<file path="src/source/video_macros.svh">
`ifndef VIDEO_MACROS_SVH
`define VIDEO_MACROS_SVH

// raster geometry in clocks and lines
`define VID_HPERIOD     448
`define VID_VPERIOD     320

// horizontal sync and blanking, in beam clocks
`define VID_HSYNC_BEG   11
`define VID_HSYNC_END   43
`define VID_HBLNK_END   88

// vertical blanking and sync, in lines
`define VID_VBLNK_END   32
`define VID_VSYNC_BEG   8
`define VID_VSYNC_END   11

// fetch starts this many clocks ahead of the window
`define VID_FETCH_LEAD  8

// words in flight plus words queued, never more than this
`define VID_CREDITS     4

// clocks from beam position to rendered colour
`define VID_PIPE        2

`endif

</file>
<file path="src/source/video_pkg.sv">
`default_nettype none

package video_pkg;

	typedef logic [8:0]  hcnt_t;
	typedef logic [8:0]  vcnt_t;
	typedef logic [3:0]  pix_idx_t;
	typedef logic [11:0] rgb_t;
	// four pixels, first one on screen in the top nibble
	typedef logic [15:0] vword_t;
	typedef logic [15:0] vaddr_t;

	// beam position and raster strobes, hs/vs active high here
	typedef struct packed {
		hcnt_t h;
		vcnt_t v;
		logic  hpix;
		logic  vpix;
		logic  blank;
		logic  hs;
		logic  vs;
		logic  line_start;
		logic  frame_start;
	} beam_t;

	// visible window, end positions exclusive
	typedef struct packed {
		hcnt_t hbeg;
		hcnt_t hend;
		vcnt_t vbeg;
		vcnt_t vend;
	} win_t;

	typedef struct packed {
		logic   valid;
		vaddr_t addr;
	} mem_req_t;

	typedef struct packed {
		logic   valid;
		vword_t data;
	} mem_rsp_t;

	// video output, syncs active low
	typedef struct packed {
		rgb_t  rgb;
		logic  hs;
		logic  vs;
		logic  blank;
		hcnt_t h;
		vcnt_t v;
	} pix_t;

	// colour source chosen per pixel by the renderer
	typedef enum logic [1:0] {
		SRC_BLACK,
		SRC_BORDER,
		SRC_PAL
	} px_src_t;

	// beam state while in reset, blanked and no syncs
	localparam beam_t BEAM_IDLE = '{blank: 1'b1, default: '0};

endpackage

`default_nettype wire

</file>
<file path="src/source/video_sync.sv">
`timescale 1ns/1ps
`default_nettype none
`include "video_macros.svh"

module video_sync (
	input  logic             clk,
	input  logic             arst_n,
	input  video_pkg::win_t  win,
	input  video_pkg::hcnt_t int_h,
	input  video_pkg::vcnt_t int_v,
	output video_pkg::beam_t beam,
	output logic             fetch_go,
	output logic             fetch_line_start,
	output logic             int_start,
	output logic             frame,
	output logic             flash
);
	import video_pkg::*;

	localparam hcnt_t H_LAST     = hcnt_t'(`VID_HPERIOD - 1);
	localparam vcnt_t V_LAST     = vcnt_t'(`VID_VPERIOD - 1);
	localparam hcnt_t HSYNC_BEG  = hcnt_t'(`VID_HSYNC_BEG);
	localparam hcnt_t HSYNC_END  = hcnt_t'(`VID_HSYNC_END);
	localparam hcnt_t HBLNK_END  = hcnt_t'(`VID_HBLNK_END);
	localparam vcnt_t VSYNC_BEG  = vcnt_t'(`VID_VSYNC_BEG);
	localparam vcnt_t VSYNC_END  = vcnt_t'(`VID_VSYNC_END);
	localparam vcnt_t VBLNK_END  = vcnt_t'(`VID_VBLNK_END);
	localparam hcnt_t FETCH_LEAD = hcnt_t'(`VID_FETCH_LEAD);

	hcnt_t      hcount;
	vcnt_t      vcount;
	vcnt_t      vnext;
	logic       line_start_c;
	logic       frame_start_c;
	logic       vpix_next;
	logic       vpix_q;
	logic       go_c;
	logic [4:0] flash_ctr;
	beam_t      beam_c;

	assign line_start_c  = hcount == H_LAST;
	assign frame_start_c = line_start_c & (vcount == V_LAST);
	assign vnext         = (vcount == V_LAST) ? '0 : vcount + 1'b1;

	// window check for the line that is about to begin
	assign vpix_next = (vnext >= win.vbeg) & (vnext < win.vend);

	always_ff @(posedge clk or negedge arst_n)
	begin
		if (!arst_n)
		begin
			hcount <= '0;
			vcount <= '0;
		end
		else
		begin
			hcount <= line_start_c ? '0 : hcount + 1'b1;
			if (line_start_c)
				vcount <= vnext;
		end
	end

	// vertical window flag only changes on a line boundary
	always_ff @(posedge clk or negedge arst_n)
	begin
		if (!arst_n)
			vpix_q <= 1'b0;
		else if (line_start_c)
			vpix_q <= vpix_next;
	end

	// fetch window opens FETCH_LEAD clocks before hbeg
	assign go_c = vpix_q & (hcount >= win.hbeg - FETCH_LEAD) & (hcount < win.hend);

	always_comb
	begin
		beam_c.h           = hcount;
		beam_c.v           = vcount;
		beam_c.hpix        = (hcount >= win.hbeg) & (hcount < win.hend);
		beam_c.vpix        = vpix_q;
		beam_c.blank       = (hcount < HBLNK_END) | (vcount < VBLNK_END);
		beam_c.hs          = (hcount >= HSYNC_BEG) & (hcount < HSYNC_END);
		beam_c.vs          = (vcount >= VSYNC_BEG) & (vcount < VSYNC_END);
		beam_c.line_start  = line_start_c;
		beam_c.frame_start = frame_start_c;
	end

	always_ff @(posedge clk or negedge arst_n)
	begin
		if (!arst_n)
		begin
			beam             <= BEAM_IDLE;
			fetch_go         <= 1'b0;
			fetch_line_start <= 1'b0;
			int_start        <= 1'b0;
		end
		else
		begin
			beam             <= beam_c;
			fetch_go         <= go_c;
			fetch_line_start <= line_start_c & vpix_next;
			int_start        <= (hcount == int_h) & (vcount == int_v);
		end
	end

	// frame counter, bit 4 gives the slow flash rate
	always_ff @(posedge clk or negedge arst_n)
	begin
		if (!arst_n)
			flash_ctr <= '0;
		else if (frame_start_c)
			flash_ctr <= flash_ctr + 1'b1;
	end

	assign frame = flash_ctr[0];
	assign flash = flash_ctr[4];

	a_hcount_range: assert property (@(posedge clk) disable iff (!arst_n)
		hcount < `VID_HPERIOD);

	// frame start sits on the last line start, both counters wrap right after
	a_frame_wrap: assert property (@(posedge clk) disable iff (!arst_n)
		beam.frame_start |=> (beam.h == '0) && (beam.v == '0));

endmodule

`default_nettype wire

</file>
<file path="src/source/video_fetch.sv">
`timescale 1ns/1ps
`default_nettype none
`include "video_macros.svh"

module video_fetch (
	input  logic                clk,
	input  logic                arst_n,
	input  video_pkg::beam_t    beam,
	input  video_pkg::win_t     win,
	input  logic                fetch_go,
	input  logic                fetch_line_start,
	input  logic                pop,
	output video_pkg::mem_req_t req,
	input  video_pkg::mem_rsp_t rsp,
	output video_pkg::vword_t   word,
	output logic                word_ok
);
	import video_pkg::*;

	localparam int PW = $clog2(`VID_CREDITS);
	localparam int CW = $clog2(`VID_CREDITS + 1);

	hcnt_t         span;
	logic [6:0]    words;
	logic [6:0]    k;
	vcnt_t         row;
	vaddr_t        base;
	logic          issue;
	logic [CW-1:0] credits;
	logic [CW-1:0] fill;
	logic [PW-1:0] wr_ptr;
	logic [PW-1:0] rd_ptr;
	vword_t        fifo_mem [`VID_CREDITS];

	// window width is a multiple of four pixels
	assign span  = win.hend - win.hbeg;
	assign words = span[8:2];
	assign row   = beam.v - win.vbeg;
	assign base  = vaddr_t'(row) * vaddr_t'(words);

	assign issue = fetch_go & (k != words) & (credits != '0);

	assign req.valid = issue;
	assign req.addr  = base + vaddr_t'(k);

	// word index within the line
	always_ff @(posedge clk or negedge arst_n)
	begin
		if (!arst_n)
			k <= '0;
		else if (fetch_line_start)
			k <= '0;
		else if (issue)
			k <= k + 1'b1;
	end

	// one credit per request, back on every pop
	always_ff @(posedge clk or negedge arst_n)
	begin
		if (!arst_n)
			credits <= CW'(`VID_CREDITS);
		else
			credits <= credits - CW'(issue) + CW'(pop);
	end

	always_ff @(posedge clk or negedge arst_n)
	begin
		if (!arst_n)
		begin
			wr_ptr <= '0;
			rd_ptr <= '0;
			fill   <= '0;
		end
		else
		begin
			if (rsp.valid)
				wr_ptr <= wr_ptr + 1'b1;
			if (pop)
				rd_ptr <= rd_ptr + 1'b1;
			fill <= fill + CW'(rsp.valid) - CW'(pop);
		end
	end

	always_ff @(posedge clk)
	begin
		if (rsp.valid)
			fifo_mem[wr_ptr] <= rsp.data;
	end

	assign word    = fifo_mem[rd_ptr];
	assign word_ok = fill != '0;

	a_credit_max: assert property (@(posedge clk) disable iff (!arst_n)
		credits <= `VID_CREDITS);

	a_no_overflow: assert property (@(posedge clk) disable iff (!arst_n)
		rsp.valid |-> fill != CW'(`VID_CREDITS));

endmodule

`default_nettype wire

</file>
<file path="src/source/video_render.sv">
`timescale 1ns/1ps
`default_nettype none
`include "video_macros.svh"

module video_render (
	input  logic                clk,
	input  logic                arst_n,
	input  video_pkg::beam_t    beam,
	input  video_pkg::vword_t   word,
	input  logic                word_ok,
	output logic                pop,
	input  logic                pal_wr,
	input  video_pkg::pix_idx_t pal_idx,
	input  video_pkg::rgb_t     pal_rgb,
	input  video_pkg::rgb_t     border,
	output video_pkg::rgb_t     rgb,
	output logic                underrun
);
	import video_pkg::*;

	logic       in_win;
	logic       due;
	logic [1:0] phase;
	logic       starve;
	px_src_t    src1;
	pix_idx_t   idx1;
	logic [11:0] rest;
	rgb_t       pal [16];
	rgb_t       rgb_c;
	rgb_t       rgb_q [`VID_PIPE - 1];

	assign in_win = beam.hpix & beam.vpix;
	// a new word is due on every fourth window pixel
	assign due    = in_win & (phase == 2'd0);
	assign pop    = due & word_ok;

	always_ff @(posedge clk or negedge arst_n)
	begin
		if (!arst_n)
		begin
			phase    <= '0;
			starve   <= 1'b0;
			underrun <= 1'b0;
			src1     <= SRC_BLACK;
		end
		else
		begin
			phase <= in_win ? phase + 1'b1 : 2'd0;
			if (due)
				starve <= !word_ok;
			if (due & !word_ok)
				underrun <= 1'b1;
			if (beam.blank)
				src1 <= SRC_BLACK;
			else if (!in_win)
				src1 <= SRC_BORDER;
			else if (due ? !word_ok : starve)
				src1 <= SRC_BORDER;
			else
				src1 <= SRC_PAL;
		end
	end

	// nibble shifter, top nibble goes out first
	always_ff @(posedge clk)
	begin
		if (pop)
		begin
			idx1 <= word[15:12];
			rest <= word[11:0];
		end
		else
		begin
			idx1 <= rest[11:8];
			rest <= {rest[7:0], 4'h0};
		end
	end

	always_ff @(posedge clk)
	begin
		if (pal_wr)
			pal[pal_idx] <= pal_rgb;
	end

	always_comb
	begin
		case (src1)
			SRC_PAL:    rgb_c = pal[idx1];
			SRC_BORDER: rgb_c = border;
			default:    rgb_c = '0;
		endcase
	end

	// remaining latency up to VID_PIPE
	always_ff @(posedge clk or negedge arst_n)
	begin
		if (!arst_n)
		begin
			for (int i = 0; i < `VID_PIPE - 1; i++)
				rgb_q[i] <= '0;
		end
		else
		begin
			rgb_q[0] <= rgb_c;
			for (int i = 1; i < `VID_PIPE - 1; i++)
				rgb_q[i] <= rgb_q[i - 1];
		end
	end

	assign rgb = rgb_q[`VID_PIPE - 2];

endmodule

`default_nettype wire

</file>
<file path="src/source/video_out.sv">
`timescale 1ns/1ps
`default_nettype none
`include "video_macros.svh"

module video_out (
	input  logic             clk,
	input  logic             arst_n,
	input  video_pkg::beam_t beam,
	input  video_pkg::rgb_t  rgb,
	output video_pkg::pix_t  pix
);
	import video_pkg::*;

	beam_t dly [`VID_PIPE];
	beam_t late;

	// beam delayed to line up with the rendered colour
	always_ff @(posedge clk or negedge arst_n)
	begin
		if (!arst_n)
		begin
			for (int i = 0; i < `VID_PIPE; i++)
				dly[i] <= BEAM_IDLE;
		end
		else
		begin
			dly[0] <= beam;
			for (int i = 1; i < `VID_PIPE; i++)
				dly[i] <= dly[i - 1];
		end
	end

	assign late = dly[`VID_PIPE - 1];

	// output register, syncs turned active low here
	always_ff @(posedge clk or negedge arst_n)
	begin
		if (!arst_n)
			pix <= '{hs: 1'b1, vs: 1'b1, blank: 1'b1, default: '0};
		else
		begin
			pix.rgb   <= rgb;
			pix.hs    <= ~late.hs;
			pix.vs    <= ~late.vs;
			pix.blank <= late.blank;
			pix.h     <= late.h;
			pix.v     <= late.v;
		end
	end

endmodule

`default_nettype wire

</file>
<file path="src/source/video_top.sv">
`timescale 1ns/1ps
`default_nettype none

module video_top (
	input  logic                clk,
	input  logic                arst_n,
	input  video_pkg::win_t     win,
	input  video_pkg::hcnt_t    int_h,
	input  video_pkg::vcnt_t    int_v,
	input  logic                pal_wr,
	input  video_pkg::pix_idx_t pal_idx,
	input  video_pkg::rgb_t     pal_rgb,
	input  video_pkg::rgb_t     border,
	output video_pkg::mem_req_t req,
	input  video_pkg::mem_rsp_t rsp,
	output video_pkg::pix_t     pix,
	output logic                int_start,
	output logic                frame,
	output logic                flash,
	output logic                underrun
);
	import video_pkg::*;

	beam_t  beam;
	logic   fetch_go;
	logic   fetch_line_start;
	logic   pop;
	vword_t word;
	logic   word_ok;
	rgb_t   rgb;

	video_sync u_sync (
		.clk              (clk),
		.arst_n           (arst_n),
		.win              (win),
		.int_h            (int_h),
		.int_v            (int_v),
		.beam             (beam),
		.fetch_go         (fetch_go),
		.fetch_line_start (fetch_line_start),
		.int_start        (int_start),
		.frame            (frame),
		.flash            (flash)
	);

	video_fetch u_fetch (
		.clk              (clk),
		.arst_n           (arst_n),
		.beam             (beam),
		.win              (win),
		.fetch_go         (fetch_go),
		.fetch_line_start (fetch_line_start),
		.pop              (pop),
		.req              (req),
		.rsp              (rsp),
		.word             (word),
		.word_ok          (word_ok)
	);

	video_render u_render (
		.clk      (clk),
		.arst_n   (arst_n),
		.beam     (beam),
		.word     (word),
		.word_ok  (word_ok),
		.pop      (pop),
		.pal_wr   (pal_wr),
		.pal_idx  (pal_idx),
		.pal_rgb  (pal_rgb),
		.border   (border),
		.rgb      (rgb),
		.underrun (underrun)
	);

	video_out u_out (
		.clk    (clk),
		.arst_n (arst_n),
		.beam   (beam),
		.rgb    (rgb),
		.pix    (pix)
	);

endmodule

`default_nettype wire

</file>
<file path="config.mk">
export PLATFORM = sky130hd
export DESIGN_NAME = video_top
export DESIGN_NICKNAME = d
export VERILOG_FILES = /design/src/source/video_pkg.sv /design/src/source/video_sync.sv /design/src/source/video_fetch.sv /design/src/source/video_render.sv /design/src/source/video_out.sv /design/src/source/video_top.sv
export VERILOG_INCLUDE_DIRS = /design/src /design/src/source
export SDC_FILE = /design/constraint.sdc
export NUM_CORES = 1
export LEC_CHECK = 0
export BUFFER_PORTS_ARGS = -buffer_cell sky130_fd_sc_hd__buf_2
export CORE_ASPECT_RATIO = 1.1
export CORE_UTILIZATION = 32
export DETAILED_ROUTE_END_ITERATION = 12
export PLACE_DENSITY = 0.48
export SLEW_MARGIN = 20
export SYNTH_ARGS = -nofsm -noshare
export SYNTH_HDL_FRONTEND = slang
export SYNTH_SLANG_ARGS = --single-unit
</file>
<file path="constraint.sdc">
create_clock -name clk -period 8.2 [get_ports clk]
set_input_delay 0.82 -clock clk [delete_from_list [all_inputs] [get_ports clk]]
set_output_delay 0.82 -clock clk [all_outputs]
set_load 0.05 [all_outputs]
</file>
# After elaboration in Yosys (flattened, before gate mapping)
# Memory sizes are Yosys's and may differ from the RTL's. A register that Yosys moved wholly into a read port is not among the register bits.
# Cells that the tools add are included.
dict set report totals {
  elab_cells 117
  n_memories 2
  register_bits 172
  ram_bits 256
}
# name words width rd rd_ports_with_merged_regs write_ports line
set memory_table {}
lappend memory_table {u_render.pal 16 12 1 1 1 video_render.sv:28} ;# rgb_t pal [16];
lappend memory_table {u_fetch.fifo_mem 4 16 1 0 1 video_fetch.sv:33} ;# vword_t fifo_mem [`VID_CREDITS];
dict set report op_classes {
  order_cmp 11
  addsub 15
  n_bitwise 18
  n_reduce_logical 5
  mul 1
  n_mux 16
  eq_ne 7
}
# op n
set op_table {}
lappend op_table {{9-bit greater-or-equal comparator} 3}
lappend op_table {{12-bit one-hot mux with 2 select lines} 1}
lappend op_table {{9-bit by 1-bit adder with 9-bit output, second input constant} 2}
lappend op_table {{9-bit equality test} 2}
lappend op_table {{9-bit equality test, second input constant} 2}
lappend op_table {{9-bit by 4-bit greater-or-equal comparator with 1-bit output, second input constant} 2}
lappend op_table {{9-bit by 6-bit less-than comparator with 1-bit output, second input constant} 2}
lappend op_table {{9-bit less-than comparator} 2}
lappend op_table {{9-bit 2-to-1 mux} 2}
lappend op_table {{9-bit subtractor} 2}
lappend op_table {{16-bit by 7-bit adder with 16-bit output} 1}
lappend op_table {{9-bit by 7-bit multiplier with 16-bit output} 1}
lappend op_table {{1-bit bitwise AND} 15}
lappend op_table {{7-bit 2-to-1 mux} 2}
lappend op_table {{12-bit 2-to-1 mux} 1}
lappend op_table {{9-bit by 4-bit less-than comparator with 1-bit output, second input constant} 1}
lappend op_table {{9-bit by 7-bit less-than comparator with 1-bit output, second input constant} 1}
lappend op_table {{9-bit by 4-bit subtractor with 9-bit output, second input constant} 1}
lappend op_table {{2-bit 2-to-1 mux} 4}
lappend op_table {{7-bit by 1-bit adder with 7-bit output, second input constant} 1}
lappend op_table {{7-bit != test} 1}
lappend op_table {{2-bit by 1-bit adder with 2-bit output, second input constant} 3}
lappend op_table {{3-bit by 1-bit adder with 3-bit output} 2}
lappend op_table {{3-bit nonzero test} 2}
lappend op_table {{11 further kinds} 17}

# Longest topological paths before layout
# Gate-level depths: netlist (run 1).
dict set report depth {
  depth_word 6
  depth_mapped 28
}

# Cells and area by module
# A second synthesis (run 1) with hierarchy kept.
dict set report hier_totals {
  hier_cells 1422
  hier_area_um2 20075.5
}
# module seq_area_each_um2 area_each_um2 n_inst cells_each
set modules_own_cells {}
lappend modules_own_cells {video_render 6536.3 8628.3 1 476}
lappend modules_own_cells {video_fetch 2348.5 6244.7 1 530}
lappend modules_own_cells {video_sync 1302.5 3311.9 1 339}
lappend modules_own_cells {video_out 1883.1 1890.6 1 77}

# Worst setup path before layout (run 1)
# OpenSTA, ideal clock, no wires.
dict set report synth_path {
  path_type {input to output}
  start {input port win[9] (netlist name)}
  end {output port req[15] (netlist name)}
  stages 26
  slack_ps 578
  arrival_time_ps 6802
  t_required_ps 7380
  path_cell_list {ha_1 -> inv_1 -> fa_1 -> nand2_1 -> nand2_1 -> a21oi_1 -> o21bai_1 -> a21oi_1 -> o21bai_1 -> a21oi_1 -> xnor2_1 -> or2_2 -> fa_1 -> fa_1 -> inv_1 -> fa_1 -> inv_1 -> fa_1 -> inv_1 -> ha_1 -> and3_1 -> a211oi_1 -> nor2b_1 -> nand4_1 -> nand3b_1 -> xnor2_1}
}
# item line
set synth_lines {}
lappend synth_lines {{from (decl)} video_top.sv:7} ;# input video_pkg::win_t win,
lappend synth_lines {{to (decl)} video_top.sv:14} ;# output video_pkg::mem_req_t req,

==> key figures, run 1 <==
Yosys
  • Cells after Synth: 1295
  • Seq cells post-synth: 432
  • Ys flop type: edfxtp_1
  • Asr flop ratio synth: a little under two fifths
  • Synthesized cell area: 0.01954 mm2
  • Top post-synthesis cells by area: edfxtp_1 (39%), dfrtp_1 (20%), mux4_2 (8.8%)
  • Top-area cell type share of the netlist area: 39.35%
  • Synth cell types: between 50 and 60
  • Leading area contributor after synthesis: edfxtp_1
  • Synthesized net count: 1551
  • Syn avg cell area: around 15 um2
  • Top-count cell post-synth: edfxtp_1
  • Yosys warning count: 0
  • EDFF count, synth: ~260
  • Synth cell count leaders: edfxtp_1 (256), dfrtp_1 (153), inv_1 (134)
  • Sequential fraction of the synthesis area: 61.52%

Worst setup path
  • Critical path data arrival time: around 6.9 ns
  • Reg-to-Reg End: u_sync.vpix_q$_DFFE_PN0N_
  • CP endpoint kind: output pin
  • CP required: 7.38 ns
  • Worst R2R Path Depth: 15
  • Max FO, Critical Path: 7
  • Reg2reg start: u_sync.vcount[0]$_DFFE_PN0N_
  • Slowest stage delay, CP: 0.53 ns
  • Crit path from: u_sync.beam[7]$_DFF_PN0_
  • CP Launch Type: register
  • Crit Path Class: register to output pin
  • Worst path slowest cell: fa_1
  • R2r setup slk: between 4 and 5 ns

Global routing
  • First-pass GRT wire length: 68320 um
  • Largest net degree at the start of global routing: 82
  • Tot GR Track Use: between 10 and 15%
  • Most Crowded Layer GR: met2
  • Met3 Usage GRT: between 2 and 3%
  • Vias in the first global route: 11399
  • GR Overflow Total: 0
  • Initial antenna violation count: 2
  • Met1 usage: 18.76%
  • Met2 Usage GRT: between 20% and 30%

Clocking
  • H-tree depth: 2
  • Root buf cell: clkbuf_16
  • Clock Sink Count: 432
  • Post-cts hold buffer count: 0
  • Clk buf depth: 3
  • TritonCTS buffer count: 48
  • CTS tree: built
  • Clock Latency Late Sink: 0.61 ns
  • Clock transition at the registers of the reported paths: 0.06 ns

Routing
  • Vias: 10593
  • Vias/cell: ~4.5
  • Wire per inst: 18.94 um
  • Post-detailed-route count of antenna-violating nets: 0
  • Final WL: 44120 um
  • DR DRC count: 0
  • Initial DRT Pass Iterations: 5
  • DRT iter0 DRCs: 552

Pwr
  • Internal: 4513 uW
  • Sw frac: approximately 36%
  • Reg power frac: 34.6%
  • Combinational share of power: 32.7%
  • PwrDens: 305.1 mW/mm2
  • Clock Power Share: between 30% and 40%
  • Pleak: a little under 0.01 uW
  • VDD IR-drop max: 0.0004828 V
  • Switch Pwr: roughly 2500 uW

Die
  • Die width: 237.6 um
  • Die height: between 200 and 300 um
  • Area of the die: 0.06205 mm2
  • # rows: 94
  • I/O pin cnt: 156
  • Initial Util: 32.51%
  • Core Box Area: 0.06010 mm2

Placed design
  • GP Congestion: about 0.8
  • DP Wirelength: ~30000 um
  • Dpl ws: 0.2035 ns
  • Number of port buffers: 155

Layout
  • Core Util, Final: 38.52%
  • Fraction of layout cells with a size suffix above 1: 25.45%
  • Fin nets: 1729
  • Layout area overhead: 18.49%

STA
  • Unrepaired setup endpoints after global routing: false
  • Min cycle time layout: 7.750 ns
  • Period Utilization, post-route: 94.51%
  • Setup TNS: 0 ns
  • Final hold violation count: 0
  • Fin worst setup slack: 0.4498 ns
  • Final setup vio count: 0
  • Slew Viols, Final: 0
  • Fmax: 129.0 MHz
  • Min Hold Slack: 0.1999 ns
  • Setup Skew: 0.05203 ns
  • Worst slew margin: between 20 and 30%
  • Worst slew pin tran: 1.057 ns

Run status
  • Status: finished, final reports clean

Min path
  • Hold WC Path Type: primary input to asynchronous set/reset pin

Job
  • MaxCap Viol Count: 0
-- per-layer routing --
layer,wire (um),share of wire (%)
met4,1017,2.3
met5,12,0.027
met2,21860,50
met3,1669,3.8
met1,19570,44
-- area by class of cell --
type	instances	area, um2
Timing Repair Buffer	165	883.3
Clock inverter	20	334.1
Multi-Input combinational cell	692	6995
Tap cell	816	1021
Inverter	134	503.0
Sequential cell	432	12030
Antenna cell	1	2.502
Fill cell	5689	36950
Clock buffer	70	1384
-- power by group through the flow --
stage,logic [uW],clock network [uW],registers (uW)
finish,2310,2310,2440
floorplan,1770,0,2480
detailed placement,2340,0,2490
global route,2580,2450,2450
global placement,2330,0,2480
CTS,2350,2380,2440
-- logic make-up after synthesis --
family	synth area share, %
xor gates and xnor gates	4.137
DFF	61.52
muxes	9.568
adders and majority gates	11.55
and+or+nand+nor	6.231
buffers and inverters	3.317
AOI/OAI and AO/OA	3.670
-- state kept, by name, summed over array words and instances, names as in the netlist, 2 cells and up, named ones only --
name and count:
u_fetch.fifo_mem 64, u_fetch.wr_ptr 2, u_fetch.fill 3, u_out.dly 42, u_sync.hcount 9, u_render.src1 2
u_render.phase 2, u_sync.beam 23, u_sync.vcount 9, u_out.pix 33, u_fetch.k 7, u_fetch.rd_ptr 2
u_render.pal 192, u_render.rgb 12, u_sync.flash_ctr 5, u_fetch.credits 3, u_render.rest 12
-- metrics by stage --
stage               std cells  instance area [um2]  total power, uW
floorplan                1295                19540             4242
global placement         2237                21330             4808
detailed placement       2237                21330             4829
CTS                      2327                23050             7177
global route             2329                23150             7487
finish                   2330                23150             7063
-- worst max-delay path, delay by kind of cell (launching register included) --
kind                       cells  cell delay (ns)
xor gates and xnor gates       2             0.33
adders and majority gates      7             2.90
DFF                            1             0.37
buffers and inverters          6             0.52
and+or+nand+nor                7             0.97
AOI/OAI and AO/OA              6             1.23
-- placed cells by master (no fill, tap or decap), types with 7 or more instances in the layout --
master	n
buf_4	8
mux4_2	76
nor2_2	13
edfxtp_1	256
mux2_2	14
or2_2	15
and2_1	10
bufinv_16	7
clkbuf_1	12
dfstp_2	7
xor2_1	34
nand2_1	40
clkbuf_16	48
dfxtp_1	13
o21ai_0	22
nor3_1	13
ha_1	110
inv_1	134
clkbuf_8	11
fa_1	44
dfrtp_1	153
nor4_1	7
a22oi_1	12
a21o_1	18
buf_2	154
nor2_1	85
xnor2_1	43
nand2b_1	18
a21oi_1	30
nand3_1	13
nand4_1	9
nor2b_1	9
-- worst max path at each step --
stage | slack (ns) | endpoint
6_report | 0.45 | req[15]
5_1_grt | 0.01 | req[12]
4_1_cts | 0.21 | req[15]
3_5_place_dp | 0.20 | req[15]
3_3_place_gp | 0.25 | req[15]
2_1_floorplan | 0.58 | req[15]
-- repair_timing --
action	CTS	global route
endpoints found under the setup margin	0	5
setup buffers	0	1
resized for setup	0	8
endpoints found under the hold margin	0	0
(Power assumes the default switching activity.)
==> inputs of run 2 (changes only) <==
ABC_AREA = 1   (was default)
==> run 2 against run 1 <==
Cell count grew 25%. Highest routed layer unchanged. Clock skew shrank 0.032 ns. Clock-buffer cell count grew 1. Critical path depth grew 1. Largest power group is now combinational cells. Clock power shrank 5%. Die area grew 4.0%. Via count grew 28%. Critical endpoint is now req[14]. First-iteration DRC count grew 32%. Largest cell class unchanged. Flip-flop and latch count is the same. Core utilization shrank 0.71 points. Combinational power grew 13%.
==> key figures, run 2 <==
Worst setup path
  • CP Launch Type: register
  • CP endpoint kind: output pin
  • Reg2reg start: u_sync.vcount[0]$_DFFE_PN0N_
  • Worst path slowest cell: fa_1
  • Max FO, Critical Path: 6
  • Critical path data arrival time: 6.56 ns
  • Crit Path Class: register to output pin
  • R2r setup slk: 5.13 ns
  • Slowest stage delay, CP: 0.53 ns
  • Reg-to-Reg End: u_sync.vpix_q$_DFFE_PN0N_
  • Worst R2R Path Depth: 15
  • CP required: 7.38 ns

Layout
  • Max reg flops: 192
  • Most frequent cells in the layout: nor2_1 (307), edfxtp_1 (256), inv_1 (227), nand2_1 (178), o21ai_0 (161)
  • Largest Register: u_render.pal
  • Fillers: 6130
  • Fin nets: 2288
  • Reg area: 0.01202 mm2
  • Commonest non-fill, non-tap cell in the layout: nor2_1
  • Layout area overhead: 16.39%
  • Top Registers: u_render.pal: 192 flops, u_fetch.fifo_mem: 64 flops, u_out.dly: 42 flops
  • Area of the multi-input gates: slightly above 0.007 mm2
  • Finished Cell Area: about 0.024 mm2
  • Fraction of layout cells with a size suffix above 1: between 10 and 15%

Global routing
  • Largest net degree at the start of global routing: between 90 and 100
  • Initial antenna violation count: 8
  • GR Overflow Total: 0
  • Tot GR Track Use: 16.12%
  • First-pass GRT wire length: 80190 um
  • Vias in the first global route: 13876

STA
  • Setup TNS: 0 ns
  • Worst slew margin: 30.39%
  • Fmax: 135.5 MHz
  • Slew Viols, Final: 0
  • Final hold violation count: 0
  • Unrepaired setup endpoints after global routing: false
  • Period Utilization, post-route: between 90% and 100%
  • Worst slew pin tran: 1.043 ns
  • Final setup vio count: 0
  • Setup Skew: 0.01991 ns
  • Min cycle time layout: 7.382 ns
  • Fin worst setup slack: about 0.82 ns

Die
  • Die height: 266.3 um
  • # rows: 96
  • Die width: 242.3 um
  • Area of the die: 0.06454 mm2
  • Initial Util: 32.48%
  • Core Box Area: roughly 0.063 mm2
  • I/O pin cnt: between 150 and 200

Yosys
  • Yosys warning count: 0
  • Top-count cell post-synth: nor2_1
  • Top post-synthesis cells by area: edfxtp_1 (38%), dfrtp_1 (19%), ha_1 (6.8%)
  • Top-area cell type share of the netlist area: 37.82%
  • Synthesized cell area: 0.02033 mm2
  • Leading area contributor after synthesis: edfxtp_1
  • Cells after Synth: 1875
  • Synth cell types: 55
  • Synthesized net count: 2131
  • EDFF count, synth: 256
  • Ys flop type: edfxtp_1
  • Seq cells post-synth: 432
  • Asr flop ratio synth: 37.04%
  • Sequential fraction of the synthesis area: 59.13%
  • Synth cell count leaders: nor2_1 (323), edfxtp_1 (256), inv_1 (228)
  • Syn avg cell area: 10.84 um2

Pwr
  • Reg power frac: 34.5%
  • Clock Power Share: between 30% and 40%
  • VDD IR-drop max: roughly 0.00044 V
  • Design Power: about 7300 uW
  • Combinational share of power: around 36%
  • Internal: ~4500 uW
  • Sw frac: 38.96%
  • Pleak: ~0.010 uW
  • PwrDens: slightly above 300 mW/mm2
  • Switch Pwr: 2860 uW

Clocking
  • Setup bufs post-CTS: 0
  • H-tree depth: 2
  • CTS tree: built
  • TritonCTS buffer count: 48
  • Clock Sink Count: 432
  • Clk buf depth: 3
  • Root buf cell: clkbuf_16
  • Clock transition at the registers of the reported paths: roughly 0.060 ns
  • Clock Latency Late Sink: 0.60 ns
  • Post-cts hold buffer count: 0
  • Post-cts resize count: 0

Routing
  • Wire per inst: 17.70 um
  • Final WL: approximately 50000 um
  • Post-detailed-route count of antenna-violating nets: 0
  • Vias/cell: 4.669
  • DRT iter0 DRCs: around 730
  • Vias: between 10000 and 15000
  • DR DRC count: 0
  • Initial DRT Pass Iterations: 5

Placed design
  • GP Congestion: ~0.86
  • DP Wirelength: 34070 um
  • Dpl ws: 0.8696 ns
  • Number of port buffers: 155
  • Post-DP Area: ~0.022 mm2

Job
  • MaxCap Viol Count: 0

Min path
  • Hold WC Path Type: primary input to asynchronous set/reset pin

Run status
  • Status: finished, final reports clean
-- run 2: cell count changes after synthesis, moves of 18 or more --
cell,change
o21ai_0,+139
o22ai_1,+50
inv_1,+94
mux4_2,-76
nand2b_1,-18
nand3_1,+40
nor2_1,+225
nand2_1,+138
a21oi_1,+26
xnor2_1,-24
-- run 2: per-layer routing --
metal	up-vias	global-route usage, %	wire, um
met3	96	3.314	2584
met4	10	5.491	1393
met1	6555	20.15	22320
met2	282	27.66	25090
met5	-	0	68
li1	6629	-	-
-- run 2: power by group through the flow --
stage	Sequential [uW]	Clock (uW)	Combinational [uW]
6_report	2530	2200	2610
5_1_grt	2550	2350	2900
4_1_cts	2530	2270	2670
3_5_place_dp	2580	0	2660
3_3_place_gp	2570	0	2640
2_1_floorplan	2540	0	2010
-- run 2: kinds of logic (layout without fill, tap and decap cells) --
| group | Yosys count | in the layout | synth area share, % |
|---|---|---|---|
| compound gates | 314 | 314 | 8.562 |
| xor+xnor | 59 | 59 | 2.542 |
| fa+ha+maj | 154 | 154 | 11.10 |
| buf+inv | 290 | 487 | 5.490 |
| flops | 432 | 432 | 59.13 |
| mux | 1 | 1 | 0.05539 |
| other cells | 0 | 2 | 0 |
| simple gates | 625 | 625 | 13.12 |
-- run 2: through the flow --
stage | cells | hold WS [ns] | utilization (%)
after floorplan | 1875 | 0.3312 | -
after global placement | 2815 | 0.3326 | 35.19
after detailed placement | 2815 | 0.3347 | 35.19
after CTS | 2905 | 0.2985 | 37.80
after global routing | 2907 | 0.3272 | 37.81
final | 2907 | 0.2813 | 37.81
-- run 2: critical path, delay by kind of cell (launching register included) --
kind / cells / cell delay, ns
AO/OA/AOI/OAI: 4 / 0.73
XOR/XNOR: 2 / 0.54
adder cells (fa/ha/maj): 7 / 2.89
buffers and inverters: 7 / 0.65
flip-flops: 1 / 0.38
AND/OR/NAND/NOR: 9 / 0.77
-- run 2: area by class of cell --
cell class                 count  area share, %
timing repair buffer         164          3.601
multi-input combinational   1153          30.57
inverter                     233          3.702
antenna                        2        0.02115
sequential                   432          50.81
tap                          833          4.405
clock inverter                19          1.116
clock buffer                  71          5.780
-- run 2: worst max path at each step --
stage | from | endpoint | slack [ns]
after floorplan | win[9] | req[14] | 1.11
after global placement | win[9] | req[14] | 1.0
after detailed placement | win[30] | req[15] | 0.87
after CTS | u_sync.beam[7]$_DFF_PN0_ | req[15] | 0.79
after global routing | u_sync.beam[9]$_DFF_PN0_ | req[15] | 0.32
final | u_sync.beam[7]$_DFF_PN0_ | req[14] | 0.82
==> inputs of run 3 (changes only) <==
BUFFER_PORTS_ARGS = -buffer_cell sky130_fd_sc_hd__buf_4   (was -buffer_cell sky130_fd_sc_hd__buf_2)
PLACE_DENSITY = 0.5   (was 0.48)
clock period = 6.4 ns   (was 8.2 ns; I/O delays follow)
==> run 3 against run 2 <==
The flow now finishes with violations (negative setup slack). Core utilization increased by 2.1 points. Die area unchanged. Setup slack got worse by 0.87 ns. Design area increased by 5.6%. Cell count increased by 3.0%. Combinational power increased by 67%. Worst hold slack got worse by 0.22 ns. Global-route usage about the same. Clock skew increased by 0.021 ns. Sequential power increased by 28%. Critical path type unchanged.
==> key figures, run 3 (synthesized netlist as in run 2, its figures left out) <==
Placed design
  • Dpl ws: -0.1312 ns
  • Number of port buffers: 155
  • GP Congestion: a little over 0.8
  • DP Wirelength: 34060 um

Global routing
  • Vias in the first global route: 14429
  • Largest net degree at the start of global routing: 78
  • First-pass GRT wire length: 81230 um
  • Tot GR Track Use: 16.14%
  • GR Overflow Total: 0
  • Initial antenna violation count: 4

Clocking
  • Post-cts hold buffer count: 0
  • Clk buf depth: 3
  • Root buf cell: clkbuf_16
  • CTS tree: built
  • H-tree depth: 2
  • Clock Latency Late Sink: between 0.5 and 0.6 ns
  • Clock Sink Count: approximately 430
  • Clock transition at the registers of the reported paths: approximately 0.06 ns
  • TritonCTS buffer count: 47

Die
  • Initial Util: around 32%
  • Core Box Area: 0.06258 mm2
  • I/O pin cnt: 156
  • Die width: approximately 240 um
  • # rows: between 90 and 100
  • Area of the die: 0.06454 mm2
  • Die height: 266.3 um

Worst setup path
  • R2r setup slk: 3.09 ns
  • CP Launch Type: register
  • Reg-to-Reg End: u_fetch.fill[2]$_DFF_PN0_
  • Worst path slowest cell: fa_1
  • CP endpoint kind: output pin
  • Critical path data arrival time: 5.81 ns
  • Crit Path Class: register to output pin
  • CP required: around 5.8 ns
  • Slowest stage delay, CP: 0.49 ns
  • Max FO, Critical Path: 5
  • Worst R2R Path Depth: 9
  • Reg2reg start: u_fetch.fill[1]$_DFF_PN0_

STA
  • Worst slew margin: 31.01%
  • Final setup vio count: 1
  • Unrepaired setup endpoints after global routing: true
  • Fin worst setup slack: -0.04686 ns
  • Setup Skew: 0.04085 ns
  • Worst slew pin tran: 1.034 ns
  • Min cycle time layout: between 6 and 7 ns
  • Fmax: between 150 and 200 MHz
  • Setup TNS: -0.04686 ns
  • Slew Viols, Final: 0
  • Final hold violation count: 0
  • Period Utilization, post-route: 100.7%

Routing
  • Initial DRT Pass Iterations: 5
  • DR DRC count: 0
  • DRT iter0 DRCs: 791
  • Post-detailed-route count of antenna-violating nets: 0
  • Vias: approximately 14000
  • Final WL: 51860 um
  • Wire per inst: 17.32 um
  • Vias/cell: 4.685

Layout
  • Core Util, Final: 39.93%
  • Top Registers: u_render.pal: 192 flops, u_fetch.fifo_mem: 64 flops, u_out.dly: 42 flops
  • Fraction of layout cells with a size suffix above 1: approximately a fifth
  • Commonest non-fill, non-tap cell in the layout: nor2_1
  • Layout area overhead: 22.92%
  • Fin nets: 2378
  • Most frequent cells in the layout: nor2_1 (299), edfxtp_1 (256), buf_4 (244), inv_1 (221), nand2_1 (171)
  • Largest Register: u_render.pal
  • Max reg flops: 192

Run status
  • Failing checks: negative setup slack
  • Status: complete, but fails checks

Min path
  • Hold WC Path Type: primary input to asynchronous set/reset pin

Pwr
  • VDD IR-drop max: 0.0006787 V
  • PwrDens: around 400 mW/mm2
  • Pleak: 0.01084 uW
  • Design Power: 10240 uW

Job
  • MaxCap Viol Count: 0
==> run 3: cell types whose count changed in the layout (fill, tap and decap cells not counted), moves of 6 or more <==
cell / change
buf_4: +235
buf_2: -154
buf_6: +11
a21oi_1: -10
ha_1: -9
a21oi_2: +8
ha_4: +8
nor2_1: -8
clkinv_2: +7
nand2_1: -7
inv_1: -6
nand2_2: +6
==> run 3: per-stage QoR <==
step | cell area, um2 | std cells | hold slack [ns]
after CTS | 24770 | 2983 | 0.06670
after global placement | 22990 | 2888 | 0.3317
final | 24990 | 2994 | 0.06056
after floorplan | 20370 | 1875 | 0.3312
after global routing | 24980 | 2993 | 0.1135
after detailed placement | 22990 | 2888 | 0.3347
==> run 3: worst max path at each step <==
| stage | cells after the start | end | slack [ns] | start |
|---|---|---|---|---|
| after floorplan | 27 | req[14] | -0.15 | win[9] |
| after global placement | 30 | req[14] | -0.14 | win[9] |
| after detailed placement | 30 | req[14] | -0.13 | win[9] |
| after CTS | 30 | req[14] | -0.12 | u_sync.beam[7]$_DFF_PN0_ |
| after global routing | 30 | req[14] | -0.39 | u_sync.beam[7]$_DFF_PN0_ |
| final | 30 | req[14] | -0.05 | u_sync.beam[7]$_DFF_PN0_ |
==> run 3: area by class of cell <==
cell class	instances	area, um2
multi-input combinational	1153	7566
clock buffer	70	1386
tap	833	1042
sequential	432	12020
clock inverter	17	133.9
inverter	233	878.3
fill	6044	37590
timing repair buffer	255	1956
antenna	1	2.502
==> run 3: repair_timing <==
action | 4_1_cts | 5_1_grt
pin swaps | 26 | 49
setup buffers | 8 | 10
endpoints found under the hold margin | 0 | 0
resized for setup | 44 | 35
endpoints found under the setup margin | 9 | 9
==> run 3: worst max-delay path, delay by kind of cell, from the launching register on <==
family	cells	cell delay, ns
adder cells (fa/ha/maj)	7	2.65
AO/OA/AOI/OAI	4	0.56
XOR/XNOR	2	0.32
buffers and inverters	8	0.66
flip-flops	1	0.39
AND/OR/NAND/NOR	9	0.65
==> run 3: per-layer routing <==
layer | routed length (um) | vias up | GRT usage, %
li1 | - | 6805 | -
met5 | 36 | - | 0
met1 | 22620 | 6843 | 20.58
met4 | 1245 | 6 | 4.653
met2 | 25060 | 288 | 27.38
met3 | 2906 | 84 | 3.576
==> run 3: power by group <==
part / internal (uW) / total, uW / switching, uW / leakage [uW]
clock network: 1510 / 2640 / 1130 / 0.000753
registers: 3140 / 3250 / 114 / 0.00454
logic: 1690 / 4350 / 2660 / 0.00555
